### config.mk
export PLATFORM = sky130hd
export DESIGN_NAME = leaf_top
export DESIGN_NICKNAME = d
export VERILOG_FILES = /design/src/rtl/leaf_pkg.sv /design/src/rtl/route_cfg_if.sv /design/src/rtl/leaf_egress.sv /design/src/rtl/leaf_ingress.sv /design/src/rtl/leaf_top.sv /design/src/rtl/leaf_user_kernel.sv
export SDC_FILE = /design/constraint.sdc
export NUM_CORES = 1
export LEC_CHECK = 0
export BUFFER_PORTS_ARGS = -buffer_cell sky130_fd_sc_hd__buf_2
export CAP_MARGIN = 25
export CORE_MARGIN = 10
export CORE_UTILIZATION = 45
export CTS_BUF_LIST = sky130_fd_sc_hd__clkbuf_4
export DETAILED_ROUTE_END_ITERATION = 7
export PLACE_DENSITY = 0.68
export SYNTH_ARGS = -nofsm -noshare
export SYNTH_HDL_FRONTEND = slang
export SYNTH_SLANG_ARGS = --single-unit
### constraint.sdc
create_clock -name clk -period 15.2 [get_ports clk]
set_input_delay 0.76 -clock clk [delete_from_list [all_inputs] [get_ports clk]]
set_output_delay 0.76 -clock clk [all_outputs]
set_load 0.01 [all_outputs]
### src/rtl/leaf_pkg.sv
package leaf_pkg;

    // Network packet geometry.
    localparam int packet_bits  = 49;
    localparam int payload_bits = 32;
    localparam int leaf_bits    = 5;
    localparam int port_bits    = 4;
    localparam int addr_bits    = 7;

    // User side port counts and queue sizing.
    localparam int num_in_ports  = 2;
    localparam int num_out_ports = 3;
    localparam int in_fifo_depth = 4;
    localparam int in_ptr_bits   = $clog2(in_fifo_depth);
    localparam int out_sel_bits  = $clog2(num_out_ports);

    // Destination port reserved for routing commands.
    localparam int cfg_port = 0;

    localparam int cfg_reserved_bits = payload_bits - 2 * port_bits - leaf_bits;

    typedef struct packed {
        logic                    valid;
        logic [leaf_bits-1:0]    dest_leaf;
        logic [port_bits-1:0]    dest_port;
        logic [addr_bits-1:0]    addr;
        logic [payload_bits-1:0] payload;
    } data_packet_t;

    // Own port is the local output, numbered 1 to 3.
    typedef struct packed {
        logic                         valid;
        logic [leaf_bits-1:0]         dest_leaf;
        logic [port_bits-1:0]         dest_port;
        logic [addr_bits-1:0]         addr;
        logic [cfg_reserved_bits-1:0] reserved;
        logic [port_bits-1:0]         target_port;
        logic [leaf_bits-1:0]         target_leaf;
        logic [port_bits-1:0]         own_port;
    } cfg_packet_t;

    typedef union packed {
        data_packet_t data_view;
        cfg_packet_t  cfg_view;
    } leaf_packet_t;

endpackage

### src/rtl/route_cfg_if.sv
`timescale 1ns/1ps

interface route_cfg_if;

    logic                           we;
    logic [leaf_pkg::port_bits-1:0] out_port;
    logic [leaf_pkg::leaf_bits-1:0] dest_leaf;
    logic [leaf_pkg::port_bits-1:0] dest_port;

    modport source (
        output we,
        output out_port,
        output dest_leaf,
        output dest_port
    );

    modport sink (
        input we,
        input out_port,
        input dest_leaf,
        input dest_port
    );

endinterface

### src/rtl/leaf_egress.sv
`timescale 1ns/1ps

module leaf_egress (
    input  logic                                                           clk,
    input  logic                                                           reset,
    input  logic                                                           resend,
    route_cfg_if.sink                                                      cfg,
    input  logic [leaf_pkg::num_out_ports-1:0][leaf_pkg::payload_bits-1:0] user_data,
    input  logic [leaf_pkg::num_out_ports-1:0]                             user_vld,
    output logic [leaf_pkg::num_out_ports-1:0]                             user_ack,
    output leaf_pkg::leaf_packet_t                                         dout
);

    logic [leaf_pkg::leaf_bits-1:0]    route_leaf [leaf_pkg::num_out_ports];
    logic [leaf_pkg::port_bits-1:0]    route_port [leaf_pkg::num_out_ports];
    logic [leaf_pkg::addr_bits-1:0]    seq        [leaf_pkg::num_out_ports];
    logic [leaf_pkg::out_sel_bits-1:0] last;
    logic [leaf_pkg::out_sel_bits-1:0] sel;
    logic                              grant;
    leaf_pkg::leaf_packet_t            pkt;

    // Round robin search, starting just after the last port served.
    always_comb begin
        logic [leaf_pkg::out_sel_bits-1:0] idx;
        sel   = last;
        grant = 1'b0;
        idx   = last;
        for (int k = 0; k < leaf_pkg::num_out_ports; k++) begin
            idx = (idx == leaf_pkg::num_out_ports - 1) ? '0 : idx + 1'b1;
            if (!grant && !resend && user_vld[idx]) begin
                grant = 1'b1;
                sel   = idx;
            end
        end
    end

    always_comb begin
        user_ack = '0;
        if (grant) begin
            user_ack[sel] = 1'b1;
        end
    end

    always_comb begin
        pkt                     = '0;
        pkt.data_view.valid     = 1'b1;
        pkt.data_view.dest_leaf = route_leaf[sel];
        pkt.data_view.dest_port = route_port[sel];
        pkt.data_view.addr      = seq[sel];
        pkt.data_view.payload   = user_data[sel];
    end

    // Table entry index is the output number minus one.
    always_ff @(posedge clk) begin
        if (reset) begin
            for (int i = 0; i < leaf_pkg::num_out_ports; i++) begin
                route_leaf[i] <= '0;
                route_port[i] <= '0;
            end
        end else if (cfg.we && (cfg.out_port >= 1) &&
                     (cfg.out_port <= leaf_pkg::num_out_ports)) begin
            route_leaf[cfg.out_port - 1] <= cfg.dest_leaf;
            route_port[cfg.out_port - 1] <= cfg.dest_port;
        end
    end

    always_ff @(posedge clk) begin
        if (reset) begin
            dout <= '0;
            last <= leaf_pkg::out_sel_bits'(leaf_pkg::num_out_ports - 1);
            for (int i = 0; i < leaf_pkg::num_out_ports; i++) begin
                seq[i] <= '0;
            end
        end else begin
            if (grant) begin
                dout      <= pkt;
                seq[sel]  <= seq[sel] + 1'b1;
                last      <= sel;
            end else begin
                dout <= '0;
            end
        end
    end

endmodule

### src/rtl/leaf_ingress.sv
`timescale 1ns/1ps

module leaf_ingress (
    input  logic                                                          clk,
    input  logic                                                          reset,
    input  leaf_pkg::leaf_packet_t                                        din,
    route_cfg_if.source                                                   cfg,
    output logic [leaf_pkg::num_in_ports-1:0][leaf_pkg::payload_bits-1:0] user_data,
    output logic [leaf_pkg::num_in_ports-1:0]                             user_vld,
    input  logic [leaf_pkg::num_in_ports-1:0]                             user_ack
);

    leaf_pkg::leaf_packet_t            din_q;
    logic                              is_cfg;
    logic [leaf_pkg::num_in_ports-1:0] push;
    logic [leaf_pkg::num_in_ports-1:0] pop;

    // Network input has no handshake, so capture every cycle.
    always_ff @(posedge clk) begin
        if (reset) begin
            din_q <= '0;
        end else begin
            din_q <= din;
        end
    end

    assign is_cfg = din_q.cfg_view.valid &&
                    (din_q.cfg_view.dest_port == leaf_pkg::cfg_port);

    // Routing command becomes a single table write.
    assign cfg.we        = is_cfg;
    assign cfg.out_port  = din_q.cfg_view.own_port;
    assign cfg.dest_leaf = din_q.cfg_view.target_leaf;
    assign cfg.dest_port = din_q.cfg_view.target_port;

    // One circular queue per user input port; port p+1 feeds queue p.
    for (genvar p = 0; p < leaf_pkg::num_in_ports; p++) begin : g_queue
        logic [leaf_pkg::payload_bits-1:0] mem [leaf_pkg::in_fifo_depth];
        logic [leaf_pkg::in_ptr_bits-1:0]  wr_ptr;
        logic [leaf_pkg::in_ptr_bits-1:0]  rd_ptr;
        logic [leaf_pkg::in_ptr_bits:0]    count;

        // Full queue drops the word.
        assign push[p] = din_q.data_view.valid &&
                         (din_q.data_view.dest_port == p + 1) &&
                         (count != leaf_pkg::in_fifo_depth);
        assign pop[p]  = user_vld[p] && user_ack[p];

        // Head word is visible as soon as it lands.
        assign user_vld[p]  = (count != '0);
        assign user_data[p] = mem[rd_ptr];

        always_ff @(posedge clk) begin
            if (push[p]) begin
                mem[wr_ptr] <= din_q.data_view.payload;
            end
        end

        always_ff @(posedge clk) begin
            if (reset) begin
                wr_ptr <= '0;
                rd_ptr <= '0;
                count  <= '0;
            end else begin
                if (push[p]) begin
                    wr_ptr <= wr_ptr + 1'b1;
                end
                if (pop[p]) begin
                    rd_ptr <= rd_ptr + 1'b1;
                end
                case ({push[p], pop[p]})
                    2'b10:   count <= count + 1'b1;
                    2'b01:   count <= count - 1'b1;
                    default: count <= count;
                endcase
            end
        end
    end

endmodule

### src/rtl/leaf_top.sv
`timescale 1ns/1ps

module leaf_top (
    input  logic                             clk,
    input  logic                             reset,
    input  logic                             resend,
    input  logic [leaf_pkg::packet_bits-1:0] din,
    output logic [leaf_pkg::packet_bits-1:0] dout
);

    logic [leaf_pkg::num_in_ports-1:0][leaf_pkg::payload_bits-1:0]  in_data;
    logic [leaf_pkg::num_in_ports-1:0]                              in_vld;
    logic [leaf_pkg::num_in_ports-1:0]                              in_ack;
    logic [leaf_pkg::num_out_ports-1:0][leaf_pkg::payload_bits-1:0] out_data;
    logic [leaf_pkg::num_out_ports-1:0]                             out_vld;
    logic [leaf_pkg::num_out_ports-1:0]                             out_ack;

    route_cfg_if cfg_bus ();

    leaf_ingress ingress_inst (
        .clk       (clk),
        .reset     (reset),
        .din       (din),
        .cfg       (cfg_bus),
        .user_data (in_data),
        .user_vld  (in_vld),
        .user_ack  (in_ack)
    );

    leaf_user_kernel kernel_inst (
        .clk      (clk),
        .reset    (reset),
        .in_data  (in_data),
        .in_vld   (in_vld),
        .in_ack   (in_ack),
        .out_data (out_data),
        .out_vld  (out_vld),
        .out_ack  (out_ack)
    );

    leaf_egress egress_inst (
        .clk       (clk),
        .reset     (reset),
        .resend    (resend),
        .cfg       (cfg_bus),
        .user_data (out_data),
        .user_vld  (out_vld),
        .user_ack  (out_ack),
        .dout      (dout)
    );

endmodule

### src/rtl/leaf_user_kernel.sv
`timescale 1ns/1ps

module leaf_user_kernel (
    input  logic                                                           clk,
    input  logic                                                           reset,
    input  logic [leaf_pkg::num_in_ports-1:0][leaf_pkg::payload_bits-1:0]  in_data,
    input  logic [leaf_pkg::num_in_ports-1:0]                              in_vld,
    output logic [leaf_pkg::num_in_ports-1:0]                              in_ack,
    output logic [leaf_pkg::num_out_ports-1:0][leaf_pkg::payload_bits-1:0] out_data,
    output logic [leaf_pkg::num_out_ports-1:0]                             out_vld,
    input  logic [leaf_pkg::num_out_ports-1:0]                             out_ack
);

    logic                                                           take;
    logic [leaf_pkg::num_out_ports-1:0][leaf_pkg::payload_bits-1:0] result;

    // Both inputs consumed together, only into empty slots.
    assign take   = (&in_vld) && (out_vld == '0);
    assign in_ack = {leaf_pkg::num_in_ports{take}};

    // Sum, difference and xor of the pair.
    always_comb begin
        result[0] = in_data[0] + in_data[1];
        result[1] = in_data[0] - in_data[1];
        result[2] = in_data[0] ^ in_data[1];
    end

    always_ff @(posedge clk) begin
        if (take) begin
            out_data <= result;
        end
    end

    // Each slot drains on its own ack.
    always_ff @(posedge clk) begin
        if (reset) begin
            out_vld <= '0;
        end else if (take) begin
            out_vld <= '1;
        end else begin
            out_vld <= out_vld & ~out_ack;
        end
    end

endmodule

## Word level (Yosys, flattened, before mapping)

Memory sizes are Yosys's and may differ from the RTL's. A register that Yosys moved wholly into a read port is not among the register bits.
Index checks and enable logic that the tools add are counted.

| word-level totals | value |
|---|---|
| memory bits (read-only) | 0 |
| output and inout bits | 49 |
| register bits | 213 |
| latch bits | 0 |
| memories kept | 5 |
| memory bits (writable) | 304 |
| bits of input ports | 52 |
| word-level logic and storage cells | 135 |

| cells by class | value |
|---|---|
| bitwise logic cells | 4 |
| magnitude comparators | 7 |
| reduce and logical (&&, ||, !) cells | 30 |
| shifts and indexed selects | 0 |
| divide/modulo/power cells | 0 |
| multiplexer cells | 49 |
| eq/ne operators | 11 |
| $add $sub $neg | 15 |
| $mul | 0 |

Memories:

| memory | words | bits a word | read ports | clocked after Yosys merged registers in | write ports | RTL line | text |
|---|---|---|---|---|---|---|---|
| ingress_inst.g_queue[0].mem | 4 | 32 | 1 | 1 | 1 | leaf_ingress.sv:38 | `logic [leaf_pkg::payload_bits-1:0] mem [leaf_pkg::in_fifo_depth];` |
| ingress_inst.g_queue[1].mem | 4 | 32 | 1 | 1 | 1 | leaf_ingress.sv:38 |  |
| egress_inst.seq | 3 | 7 | 1 | 0 | 3 | leaf_egress.sv:16 | `logic [leaf_pkg::addr_bits-1:0] seq [leaf_pkg::num_out_ports];` |
| egress_inst.route_leaf | 3 | 5 | 1 | 0 | 3 | leaf_egress.sv:14 | `logic [leaf_pkg::leaf_bits-1:0] route_leaf [leaf_pkg::num_out_ports];` |
| egress_inst.route_port | 3 | 4 | 1 | 0 | 3 | leaf_egress.sv:15 | `logic [leaf_pkg::port_bits-1:0] route_port [leaf_pkg::num_out_ports];` |

Operator list:

| cell | count |
|---|---|
| binary-select mux 32 bit (select 2 bit) | 1 |
| two-way mux 49 bit | 1 |
| adder 32 bit | 1 |
| two-way mux 32 bit | 1 |
| subtractor 32 bit | 1 |
| XOR 32 bit | 1 |
| two-way mux 2 bit | 13 |
| two-way mux 1 bit | 22 |
| logical AND 1 bit | 16 |
| adder 2 x 1 -> 2 bit, second input constant | 7 |
| less-than comparator 2 x 3 -> 1 bit, second input constant | 4 |
| one-hot mux 3 bit (2 select lines) | 2 |
| equality test 2 bit, second input constant | 5 |
| adder 7 x 1 -> 7 bit, second input constant | 1 |
| two-way mux 7 bit | 1 |
| OR reduction 7 bit | 1 |
| adder 3 x 1 -> 3 bit, second input constant | 2 |
| binary-select mux 1 bit (select 2 bit) | 3 |
| two-way mux 3 bit | 2 |
| inequality test 3 bit, second input constant | 2 |
| nonzero test 3 bit | 2 |
| subtractor 3 x 1 -> 3 bit, second input constant | 2 |
| two-way mux 5 bit | 1 |
| OR reduction 5 bit | 1 |
| other kinds (19) | 23 |

## Longest topological paths before layout

Gate-level depths: netlist of run 1.

| logic depth | value |
|---|---|
| depth after elaboration | 22 |
| gate-level depth with buffers | 14 |

## Hierarchy

Synthesis of run 1 repeated with hierarchy kept, for this count alone.

| unflattened totals | value |
|---|---|
| cell total of the unflattened synthesis | 1,613 |
| area, all modules | 22,695.5 µm² |

Modules (own cells, without submodules):

| module | cells each | times used | area each (µm²) |
|---|---|---|---|
| leaf_ingress | 529 | 1 | 11,353.4 |
| leaf_user_kernel | 603 | 1 | 6,278.5 |
| leaf_egress | 481 | 1 | 5,063.6 |

## Worst setup path before layout of run 1

OpenSTA, ideal clock, no wires.

| path | value |
|---|---|
| path kind | reg2reg |
| start | register kernel_inst.out_vld[0] (netlist name) |
| end | register kernel_inst.out_data[10] (netlist name) (enable) |
| cell stages (with the launch flop) | 4 |
| setup time | 0.547 ns |
| data arrival time | 4.737 ns |
| path buffers | 0 |
| setup slack | 9.916 ns |
| path through | dfxtp_1 > nor3_1 > o31ai_1 > nor2_1 |

| on the way | value |
|---|---|
| longest elaborated chain between the ends | 2 |

RTL lines:

| what | RTL line | text |
|---|---|---|
| start: declaration | leaf_user_kernel.sv:10 | `output logic [leaf_pkg::num_out_ports-1:0] out_vld,` |
| start signal: assignment | leaf_user_kernel.sv:41 | `out_vld <= out_vld & ~out_ack;` |
| zero test 3 bit | leaf_user_kernel.sv:18 | `assign take = (&in_vld) && (out_vld == '0);` |
| logical AND 1 bit | leaf_user_kernel.sv:18 |  |
| named net kernel_inst.take | leaf_user_kernel.sv:14 | `logic take;` |
| end signal: assignment | leaf_user_kernel.sv:30 | `out_data <= result;` |
| end: declaration | leaf_user_kernel.sv:9 | `output logic [leaf_pkg::num_out_ports-1:0][leaf_pkg::payload_bits-1:0] out_data,` |

The timed path passes the listed nets, and every way through them passes these cells.
A chain may end at the register's enable or synchronous reset.

==> results of run 1 <==
flip-flops by register name (all words and copies together), names as in the netlist, named ones only:
name                         cells
egress_inst.dout                49
egress_inst.last                 2
egress_inst.route_leaf          20
egress_inst.route_port          16
egress_inst.seq                 28
ingress_inst.din_q              37
ingress_inst.g_queue.count       6
ingress_inst.g_queue.mem       256
ingress_inst.g_queue.rd_ptr      4
ingress_inst.g_queue.wr_ptr      4
kernel_inst.out_data            94
kernel_inst.out_vld              3
worst register-to-register path, delay by kind of cell (launching register included):
| family | cells | cell delay, ns |
|---|---|---|
| compound gates | 6 | 2.11 |
| buf+inv | 2 | 0.70 |
| mux | 1 | 0.62 |
| fa+ha+maj | 1 | 0.43 |
| flops | 1 | 0.31 |
| xor+xnor | 1 | 0.17 |
layer usage:
metal | wire length (um) | part of all wire [%]
met4 | 951 | 2.1
met5 | 11 | 0.025
met2 | 21550 | 48
met3 | 2549 | 5.7
met1 | 19730 | 44
power breakdown:
group	leakage (nW)	switching (mW)	total (mW)	internal [mW]
Combinational	3.57	0.0375	0.0630	0.0255
Clock	1.05	0.550	1.20	0.648
Sequential	4.74	0.0134	1.57	1.55
kinds of logic (layout without fill, tap and decap cells):
logic type,after synthesis,after routing,share of synthesized area [%]
and+or+nand+nor,397,397,8.620
muxes,89,89,8.119
AOI/OAI and AO/OA,258,258,7.325
buffers and inverters,174,453,3.125
xor gates and xnor gates,65,65,2.562
DFF,523,523,65.76
adders and majority gates,77,77,4.471
other,1,17,0.01687
cell usage after synthesis (6+ instances only):
library cell,number,area [um2]
sky130_fd_sc_hd__edfxtp_1,414,12430
sky130_fd_sc_hd__nor2_1,124,465.5
sky130_fd_sc_hd__a21oi_1,120,600.6
sky130_fd_sc_hd__dfxtp_1,109,2182
sky130_fd_sc_hd__nand2_1,95,356.6
sky130_fd_sc_hd__inv_1,91,341.6
sky130_fd_sc_hd__ha_1,73,913.4
sky130_fd_sc_hd__mux4_2,73,1644
sky130_fd_sc_hd__and2_1,53,331.6
sky130_fd_sc_hd__xnor2_1,53,464.2
sky130_fd_sc_hd__nor2b_1,46,287.8
sky130_fd_sc_hd__clkbuf_1,41,153.9
sky130_fd_sc_hd__o21ai_0,28,140.1
sky130_fd_sc_hd__nor3_1,18,90.09
sky130_fd_sc_hd__mux2i_1,16,160.2
sky130_fd_sc_hd__o21bai_1,16,120.1
sky130_fd_sc_hd__a21o_1,15,112.6
sky130_fd_sc_hd__buf_1,14,52.55
sky130_fd_sc_hd__buf_2,12,60.06
sky130_fd_sc_hd__nand3_1,12,60.06
sky130_fd_sc_hd__xor2_1,12,105.1
sky130_fd_sc_hd__a31oi_1,10,62.56
sky130_fd_sc_hd__nor4_1,9,56.30
sky130_fd_sc_hd__o31ai_1,8,60.06
sky130_fd_sc_hd__a211oi_1,7,52.55
sky130_fd_sc_hd__and3_1,7,43.79
sky130_fd_sc_hd__clkinv_1,7,26.28
sky130_fd_sc_hd__or3_1,7,43.79
sky130_fd_sc_hd__nand2b_1,6,37.54
sky130_fd_sc_hd__nand4_1,6,37.54
layout make-up:
type,instances,area (um2),area share (%)
diodes,1,2.502,0.009939
inverters,101,379.1,1.506
repair buffers,110,603.1,2.395
clock inverters,39,231.5,0.9194
multi-input cells,902,6989,27.76
well taps,664,830.8,3.300
clock buffers,203,1524,6.053
flip-flops and latches,523,14620,58.06
worst paths after layout:
path | from | end | slack [ns] | cells past startpoint
max | flip-flop | kernel_inst.out_data[28]$_DFFE_PP_ | 10.55 | 11
min | din[10] | ingress_inst.din_q[10]$_SDFF_PP0_ | 0.14 | 2
max reg2reg | flip-flop | kernel_inst.out_data[28]$_DFFE_PP_ | 10.55 | 11
min reg2reg | kernel_inst.out_data[85]$_DFFE_PP_ | egress_inst.dout[21]$_SDFF_PP0_ | 0.46 | 2
through the flow:
stage          hold slack, ns  power [mW]  setup WS, ns  cells  utilization, %
2_1_floorplan          0.4203       1.637         9.916   1599               -
3_3_place_gp           0.4643       1.659         10.57   2299           47.93
3_5_place_dp           0.4698       1.662         10.61   2300           47.94
4_1_cts               0.05644       2.866         10.53   2542           51.53
5_1_grt               0.07732       2.957         10.24   2543           51.54
6_report               0.1371       2.828         10.55   2543           51.54
==> metrics.txt, run 1 <==
# TYPE chip_impl_metric gauge
chip_impl_metric{name="place.detailed.hpwl",unit="um"} 28830
chip_impl_metric{name="die_height",unit="um"} 242.2
chip_impl_metric{name="numClockSinks",unit=""} 523
chip_impl_metric{name="via_count",unit=""} 13060
chip_impl_metric{name="synthesis.area_per_instance",unit="um2"} 14.03
chip_impl_metric{name="max-slew-margin-rel",unit="%"} 31.54
chip_impl_metric{name="vdd.ir_drop.worst",unit="mV"} 0.05499
chip_impl_metric{name="route.antenna.remaining_nets",unit=""} 0
chip_impl_info{name="worstSetupPathType",value="flip-flop to flip-flop"} 1
chip_impl_metric{name="max_clock_freq",unit="GHz"} 0.2149
chip_impl_metric{name="floorplan.initialDensity",unit="%"} 45.49
chip_impl_metric{name="worstPathArrival",unit="ns"} 5.18
chip_impl_metric{name="fin_tns_setup",unit="ns"} 0
chip_impl_metric{name="gp_routability_congestion",unit=""} 0.8737
chip_impl_metric{name="required",unit="ns"} 15.72
chip_impl_metric{name="pin_count_of_the_biggest_net_entering_global_routing",unit=""} 84
chip_impl_metric{name="power.static_leakage",unit="nW"} 9.358
chip_impl_metric{name="wirelength",unit="um"} 44790
chip_impl_metric{name="std_cell_rows",unit=""} 81
chip_impl_info{name="rsz0062_at_grt",value="false"} 1
chip_impl_metric{name="cts.path.max_buffers",unit=""} 3
chip_impl_info{name="layout_common_cells",value="414 x sky130_fd_sc_hd__edfxtp_1, 203 x sky130_fd_sc_hd__clkbuf_4, 123 x sky130_fd_sc_hd__nor2_1"} 1
chip_impl_metric{name="groute.usage.overall",unit="%"} 15.16
chip_impl_metric{name="cts-buffers-inserted",unit=""} 133
chip_impl_metric{name="synth_sequential_area_ratio",unit="%"} 65.76
chip_impl_metric{name="gr-usage-met3",unit="%"} 3.538
chip_impl_metric{name="dieArea",unit="um2"} 58670
chip_impl_metric{name="yosys_register_bits",unit=""} 523
chip_impl_metric{name="path_clk_slew",unit="ns"} 0.07
chip_impl_info{name="cp-start-kind",value="flip-flop"} 1
chip_impl_metric{name="syn_area",unit="um2"} 22220
chip_impl_metric{name="drv_slew",unit=""} 0
chip_impl_info{name="busiest_layer",value="met2"} 1
chip_impl_metric{name="area_growth_from_synthesis_to_final_layout",unit="%"} 13.29
chip_impl_info{name="mostFrequentLayoutCell",value="sky130_fd_sc_hd__edfxtp_1"} 1
chip_impl_metric{name="hold_violations",unit=""} 0
chip_impl_metric{name="grt_use_met1",unit="%"} 19.66
chip_impl_metric{name="cts.htree.levels",unit=""} 4
chip_impl_metric{name="layout.cell_area.non_filler",unit="um2"} 25180
chip_impl_metric{name="worst_clock_skew",unit="ns"} 0.08896
chip_impl_metric{name="ys_warn_count",unit=""} 0
chip_impl_info{name="crit_family",value="compound AO/OA/AOI/OAI gates"} 1
chip_impl_metric{name="post_dp_cell_area",unit="um2"} 23420
chip_impl_info{name="commonest_register_cell_after_synthesis",value="sky130_fd_sc_hd__edfxtp_1"} 1
chip_impl_metric{name="postCtsResizedCells",unit=""} 0
chip_impl_metric{name="layout.filler_cells",unit=""} 4209
chip_impl_info{name="critPathMostFrequentCell",value="sky130_fd_sc_hd__a211oi_1"} 1
chip_impl_metric{name="postCtsSetupRepairBufs",unit=""} 0
chip_impl_metric{name="syn-instance-count",unit=""} 1584
chip_impl_metric{name="drtPass1Iterations",unit=""} 7
chip_impl_info{name="worstPathCellList",value="buf_4, mux4_2, ha_1, inv_1, a2111oi_0, a2bb2oi_1, a41oi_2, o21ai_0, a211oi_1, a211oi_1, xnor2_1"} 1
chip_impl_info{name="worst_path_max_delay_cell",value="sky130_fd_sc_hd__a211oi_1"} 1
chip_impl_metric{name="setup-violations-final",unit=""} 0
chip_impl_metric{name="remaining_drc_errors",unit=""} 0
chip_impl_metric{name="period_share",unit="%"} 30.62
chip_impl_metric{name="cp_max_fo",unit=""} 32
chip_impl_info{name="clk_root_buf",value="sky130_fd_sc_hd__clkbuf_4"} 1
chip_impl_metric{name="time_the_worst_path_needs_with_i_o_delays_and_setup",unit="ns"} 4.654
chip_impl_metric{name="maxCapViolCount",unit=""} 0
chip_impl_metric{name="grt_first_pass_wirelength",unit="um"} 70960
chip_impl_metric{name="worst-slew-pin-transition",unit="ns"} 1.027
chip_impl_metric{name="route.detailed.vias_per_inst",unit=""} 5.136
chip_impl_metric{name="drive_gt1_share",unit="%"} 22.63
chip_impl_metric{name="powerDensity",unit="nW/um2"} 112.3
chip_impl_metric{name="die_w",unit="um"} 242.2
chip_impl_metric{name="antenna_violations_before_repair",unit=""} 2
chip_impl_metric{name="post_synth_num_cell_types",unit=""} 75
chip_impl_metric{name="net_total_in_the_final_layout",unit=""} 1900
chip_impl_metric{name="timing.critical_path.slowest_cell_delay",unit="ns"} 0.67
chip_impl_metric{name="post_cts_hold_buffer_count",unit=""} 0
chip_impl_info{name="outcome",value="finished clean"} 1
chip_impl_metric{name="via_count_of_the_first_global_routing_pass",unit=""} 13150
chip_impl_metric{name="placeableCoreArea",unit="um2"} 48850
chip_impl_info{name="worst_setup_path_end_kind",value="flip-flop"} 1
chip_impl_metric{name="use_met2",unit="%"} 23.95
chip_impl_info{name="tritoncts",value="yes"} 1
chip_impl_info{name="min_path_type",value="input port to flip-flop"} 1
chip_impl_metric{name="numPortBuffers",unit=""} 88
chip_impl_metric{name="top_level_ports",unit=""} 101
chip_impl_metric{name="clock_latency",unit="ns"} 0.86
chip_impl_metric{name="route.detailed.wl_per_inst",unit="um"} 17.61
chip_impl_metric{name="cp.buffers_inverters",unit=""} 2
chip_impl_metric{name="synth-edff-count",unit=""} 414
chip_impl_metric{name="drt_iter0_markers",unit=""} 958
chip_impl_metric{name="asyncSetResetFlopFracSynth",unit="%"} 0
chip_impl_metric{name="overflow",unit=""} 0
Power figures use the tool's default switching activity.
==> run 2: changes to the inputs <==
Clock period 15.2 ns to 4.3 ns, I/O delays scaled along.
==> metrics.txt, run 2 (synthesis gave the netlist of run 1 again) <==
# TYPE chip_impl_metric gauge
chip_impl_info{name="outcome",value="finished clean"} 1
chip_impl_metric{name="period_share",unit="%"} 94.05
chip_impl_metric{name="numClockSinks",unit=""} 523
chip_impl_info{name="crit_family",value="compound AO/OA/AOI/OAI gates"} 1
chip_impl_metric{name="cp_max_fo",unit=""} 11
chip_impl_metric{name="layout.filler_cells",unit=""} 4112
chip_impl_metric{name="timing.critical_path.slowest_cell_delay",unit="ns"} 0.60
chip_impl_metric{name="groute.usage.overall",unit="%"} 15.59
chip_impl_metric{name="switchingPower",unit="mW"} 2.168
chip_impl_metric{name="setup-violations-final",unit=""} 0
chip_impl_metric{name="antenna_violations_before_repair",unit=""} 3
chip_impl_metric{name="layout_setup_ws",unit="ns"} 0.2556
chip_impl_metric{name="drv_slew",unit=""} 0
chip_impl_metric{name="dieArea",unit="um2"} 58670
chip_impl_metric{name="max_clock_freq",unit="GHz"} 0.2473
chip_impl_metric{name="placeableCoreArea",unit="um2"} 48850
chip_impl_info{name="crit-reg2reg-capture",value="kernel_inst.out_data[24]$_DFFE_PP_"} 1
chip_impl_metric{name="remaining_drc_errors",unit=""} 0
chip_impl_info{name="worstPathCellList",value="buf_4, mux4_2, ha_1, nor2_1, o221ai_1, a2bb2oi_1, a41oi_2, o21ai_0, nor2b_1, o31ai_1, xnor2_1"} 1
chip_impl_info{name="min_path_type",value="input port to flip-flop"} 1
chip_impl_metric{name="drive_gt1_share",unit="%"} 22.26
chip_impl_metric{name="rrSetupSlack",unit="ns"} 0.26
chip_impl_info{name="worst_hold_path_endpoint",value="ingress_inst.din_q[39]$_SDFF_PP0_"} 1
chip_impl_metric{name="std_cell_rows",unit=""} 81
chip_impl_metric{name="numPortBuffers",unit=""} 88
chip_impl_metric{name="internal_power",unit="mW"} 7.978
chip_impl_metric{name="pin_count_of_the_biggest_net_entering_global_routing",unit=""} 58
chip_impl_info{name="worstSetupPathType",value="flip-flop to flip-flop"} 1
chip_impl_metric{name="power_frac_comb",unit="%"} 2.6
chip_impl_info{name="worst_setup_path_end_kind",value="flip-flop"} 1
chip_impl_metric{name="hold_violations",unit=""} 0
chip_impl_metric{name="top_level_ports",unit=""} 101
chip_impl_info{name="layout_common_cells",value="414 x sky130_fd_sc_hd__edfxtp_1, 189 x sky130_fd_sc_hd__clkbuf_4, 123 x sky130_fd_sc_hd__nor2_1"} 1
chip_impl_metric{name="area_growth_from_synthesis_to_final_layout",unit="%"} 16.87
chip_impl_metric{name="path_clk_slew",unit="ns"} 0.07
chip_impl_metric{name="worst_clock_skew",unit="ns"} 0.05375
chip_impl_metric{name="vdd.ir_drop.worst",unit="mV"} 0.1723
chip_impl_metric{name="floorplan.initialDensity",unit="%"} 45.49
chip_impl_metric{name="r2r.worst_path.cells",unit=""} 11
chip_impl_info{name="clk_root_buf",value="sky130_fd_sc_hd__clkbuf_4"} 1
chip_impl_metric{name="switching_share",unit="%"} 21.37
chip_impl_metric{name="die_height",unit="um"} 242.2
chip_impl_metric{name="cts.htree.levels",unit=""} 4
chip_impl_metric{name="p_seq_share",unit="%"} 54.6
chip_impl_info{name="busiest_layer",value="met2"} 1
chip_impl_info{name="regMostFlops",value="ingress_inst.g_queue.mem"} 1
chip_impl_info{name="hold_start",value="din[39]"} 1
chip_impl_metric{name="post_dp_cell_area",unit="um2"} 23580
chip_impl_metric{name="drtPass1Iterations",unit=""} 7
chip_impl_info{name="mostFrequentLayoutCell",value="sky130_fd_sc_hd__edfxtp_1"} 1
chip_impl_metric{name="max-slew-margin-rel",unit="%"} 38.27
chip_impl_metric{name="grt_use_met1",unit="%"} 20.06
chip_impl_info{name="reg.largest.list",value="ingress_inst.g_queue.mem: 256 flops, kernel_inst.out_data: 94 flops, egress_inst.dout: 49 flops"} 1
chip_impl_metric{name="use_met2",unit="%"} 25.19
chip_impl_metric{name="min_path_cells",unit=""} 3
chip_impl_metric{name="layout.cell_area.non_filler",unit="um2"} 25970
chip_impl_metric{name="gr-usage-met3",unit="%"} 3.781
chip_impl_metric{name="maxCapViolCount",unit=""} 0
chip_impl_metric{name="largest_reg_flops",unit=""} 256
chip_impl_metric{name="gp_routability_congestion",unit=""} 0.8604
chip_impl_info{name="worst_path_max_delay_cell",value="sky130_fd_sc_hd__mux4_2"} 1
chip_impl_metric{name="time_the_worst_path_needs_with_i_o_delays_and_setup",unit="ns"} 4.044
chip_impl_metric{name="powerDensity",unit="nW/um2"} 390.6
chip_impl_metric{name="cts.path.max_buffers",unit=""} 3
chip_impl_metric{name="power.static_leakage",unit="nW"} 9.720
chip_impl_metric{name="required",unit="ns"} 4.87
chip_impl_metric{name="route.detailed.wl_per_inst",unit="um"} 17.35
chip_impl_info{name="cp-start-kind",value="flip-flop"} 1
chip_impl_metric{name="route.antenna.remaining_nets",unit=""} 0
chip_impl_metric{name="relative_contribution_of_the_clock_network_to_total_power",unit="%"} 42.7
chip_impl_info{name="rsz0062_at_grt",value="false"} 1
chip_impl_metric{name="route.detailed.vias_per_inst",unit=""} 5.064
chip_impl_metric{name="clock_latency",unit="ns"} 0.88
chip_impl_metric{name="drt_iter0_markers",unit=""} 831
chip_impl_metric{name="cts-buffers-inserted",unit=""} 132
chip_impl_metric{name="cp.buffers_inverters",unit=""} 1
chip_impl_metric{name="dp_worst_setup_slack",unit="ns"} 0.1930
chip_impl_metric{name="wirelength",unit="um"} 45470
chip_impl_metric{name="worstPathArrival",unit="ns"} 4.62
chip_impl_metric{name="die_w",unit="um"} 242.2
chip_impl_metric{name="via_count",unit=""} 13270
chip_impl_metric{name="overflow",unit=""} 0
chip_impl_metric{name="net_total_in_the_final_layout",unit=""} 1975
chip_impl_metric{name="worst-slew-pin-transition",unit="ns"} 0.9241
chip_impl_metric{name="fin_tns_setup",unit="ns"} 0
chip_impl_info{name="tritoncts",value="yes"} 1
chip_impl_metric{name="via_count_of_the_first_global_routing_pass",unit=""} 13820
chip_impl_metric{name="place.detailed.hpwl",unit="um"} 30030
chip_impl_metric{name="grt_first_pass_wirelength",unit="um"} 73080
## run 2: cell types whose count changed in the layout (fill, tap and decap cells not counted), moves of 2 or more
cell	previous run	this run
sky130_fd_sc_hd__buf_12	0	2
sky130_fd_sc_hd__buf_4	21	38
sky130_fd_sc_hd__bufinv_16	2	5
sky130_fd_sc_hd__clkbuf_4	203	189
sky130_fd_sc_hd__clkinv_1	29	38
sky130_fd_sc_hd__clkinvlp_4	2	4
sky130_fd_sc_hd__dlygate4sd3_1	0	58
sky130_fd_sc_hd__inv_2	8	5
sky130_fd_sc_hd__inv_6	0	2
## run 2: routing by layer
metal  up-vias  share of wire [%]
met3        59                5.2
met4         0                1.7
met2       321                 49
met1      6476                 44
li1       6411                  -
met5         -                  0
## run 2: how the worst max path moves through the flow
stage,start,end,slack (ns),depth (start not counted)
after floorplan,flip-flop,kernel_inst.out_data[61]$_DFFE_PP_,0.28,13
after global placement,flip-flop,kernel_inst.out_data[28]$_DFFE_PP_,0.30,13
after detailed placement,flip-flop,kernel_inst.out_data[28]$_DFFE_PP_,0.19,13
after CTS,flip-flop,kernel_inst.out_data[28]$_DFFE_PP_,0.21,13
after global routing,flip-flop,kernel_inst.out_data[24]$_DFFE_PP_,0.07,12
final,flip-flop,kernel_inst.out_data[24]$_DFFE_PP_,0.26,11
## run 2: final cells by class
class	count	area (um2)	share of cell area (%)
flip-flops and latches	523	14620	56.28
multi-input cells	902	6994	26.93
clock buffers	189	1419	5.463
repair buffers	186	1346	5.184
well taps	664	830.8	3.199
clock inverters	53	381.6	1.469
inverters	101	379.1	1.460
diodes	2	5.005	0.01927
## run 2: stage by stage
stage	hold WS, ns	util (%)	total power, mW	std cells
floorplan	0.3432	-	5.788	1599
detailed placement	0.4271	48.27	5.880	2318
global route	0.04123	53.17	10.61	2620
finish	0.09216	53.17	10.15	2620
CTS	0.01891	53.15	10.28	2618
global placement	0.4240	48.27	5.869	2318
## run 2: timing repair
item,in CTS,in global routing
gates resized for setup,0,1
hold endpoints to repair,47,0
hold buffers,58,0
buffers inserted,0,0
setup endpoints to repair,0,1
## run 2: worst min-delay path, delay by kind of cell
kind | cells | cell delay [ns]
simple gates | 1 | 0.10
buf+inv | 2 | 0.60
## run 2: power by group through the flow
stage	combinational, mW	clock [mW]	sequential (mW)
2_1_floorplan	0.157	0	5.63
3_3_place_gp	0.221	0	5.65
3_5_place_dp	0.225	0	5.66
4_1_cts	0.266	4.47	5.54
5_1_grt	0.295	4.76	5.55
6_report	0.266	4.34	5.54
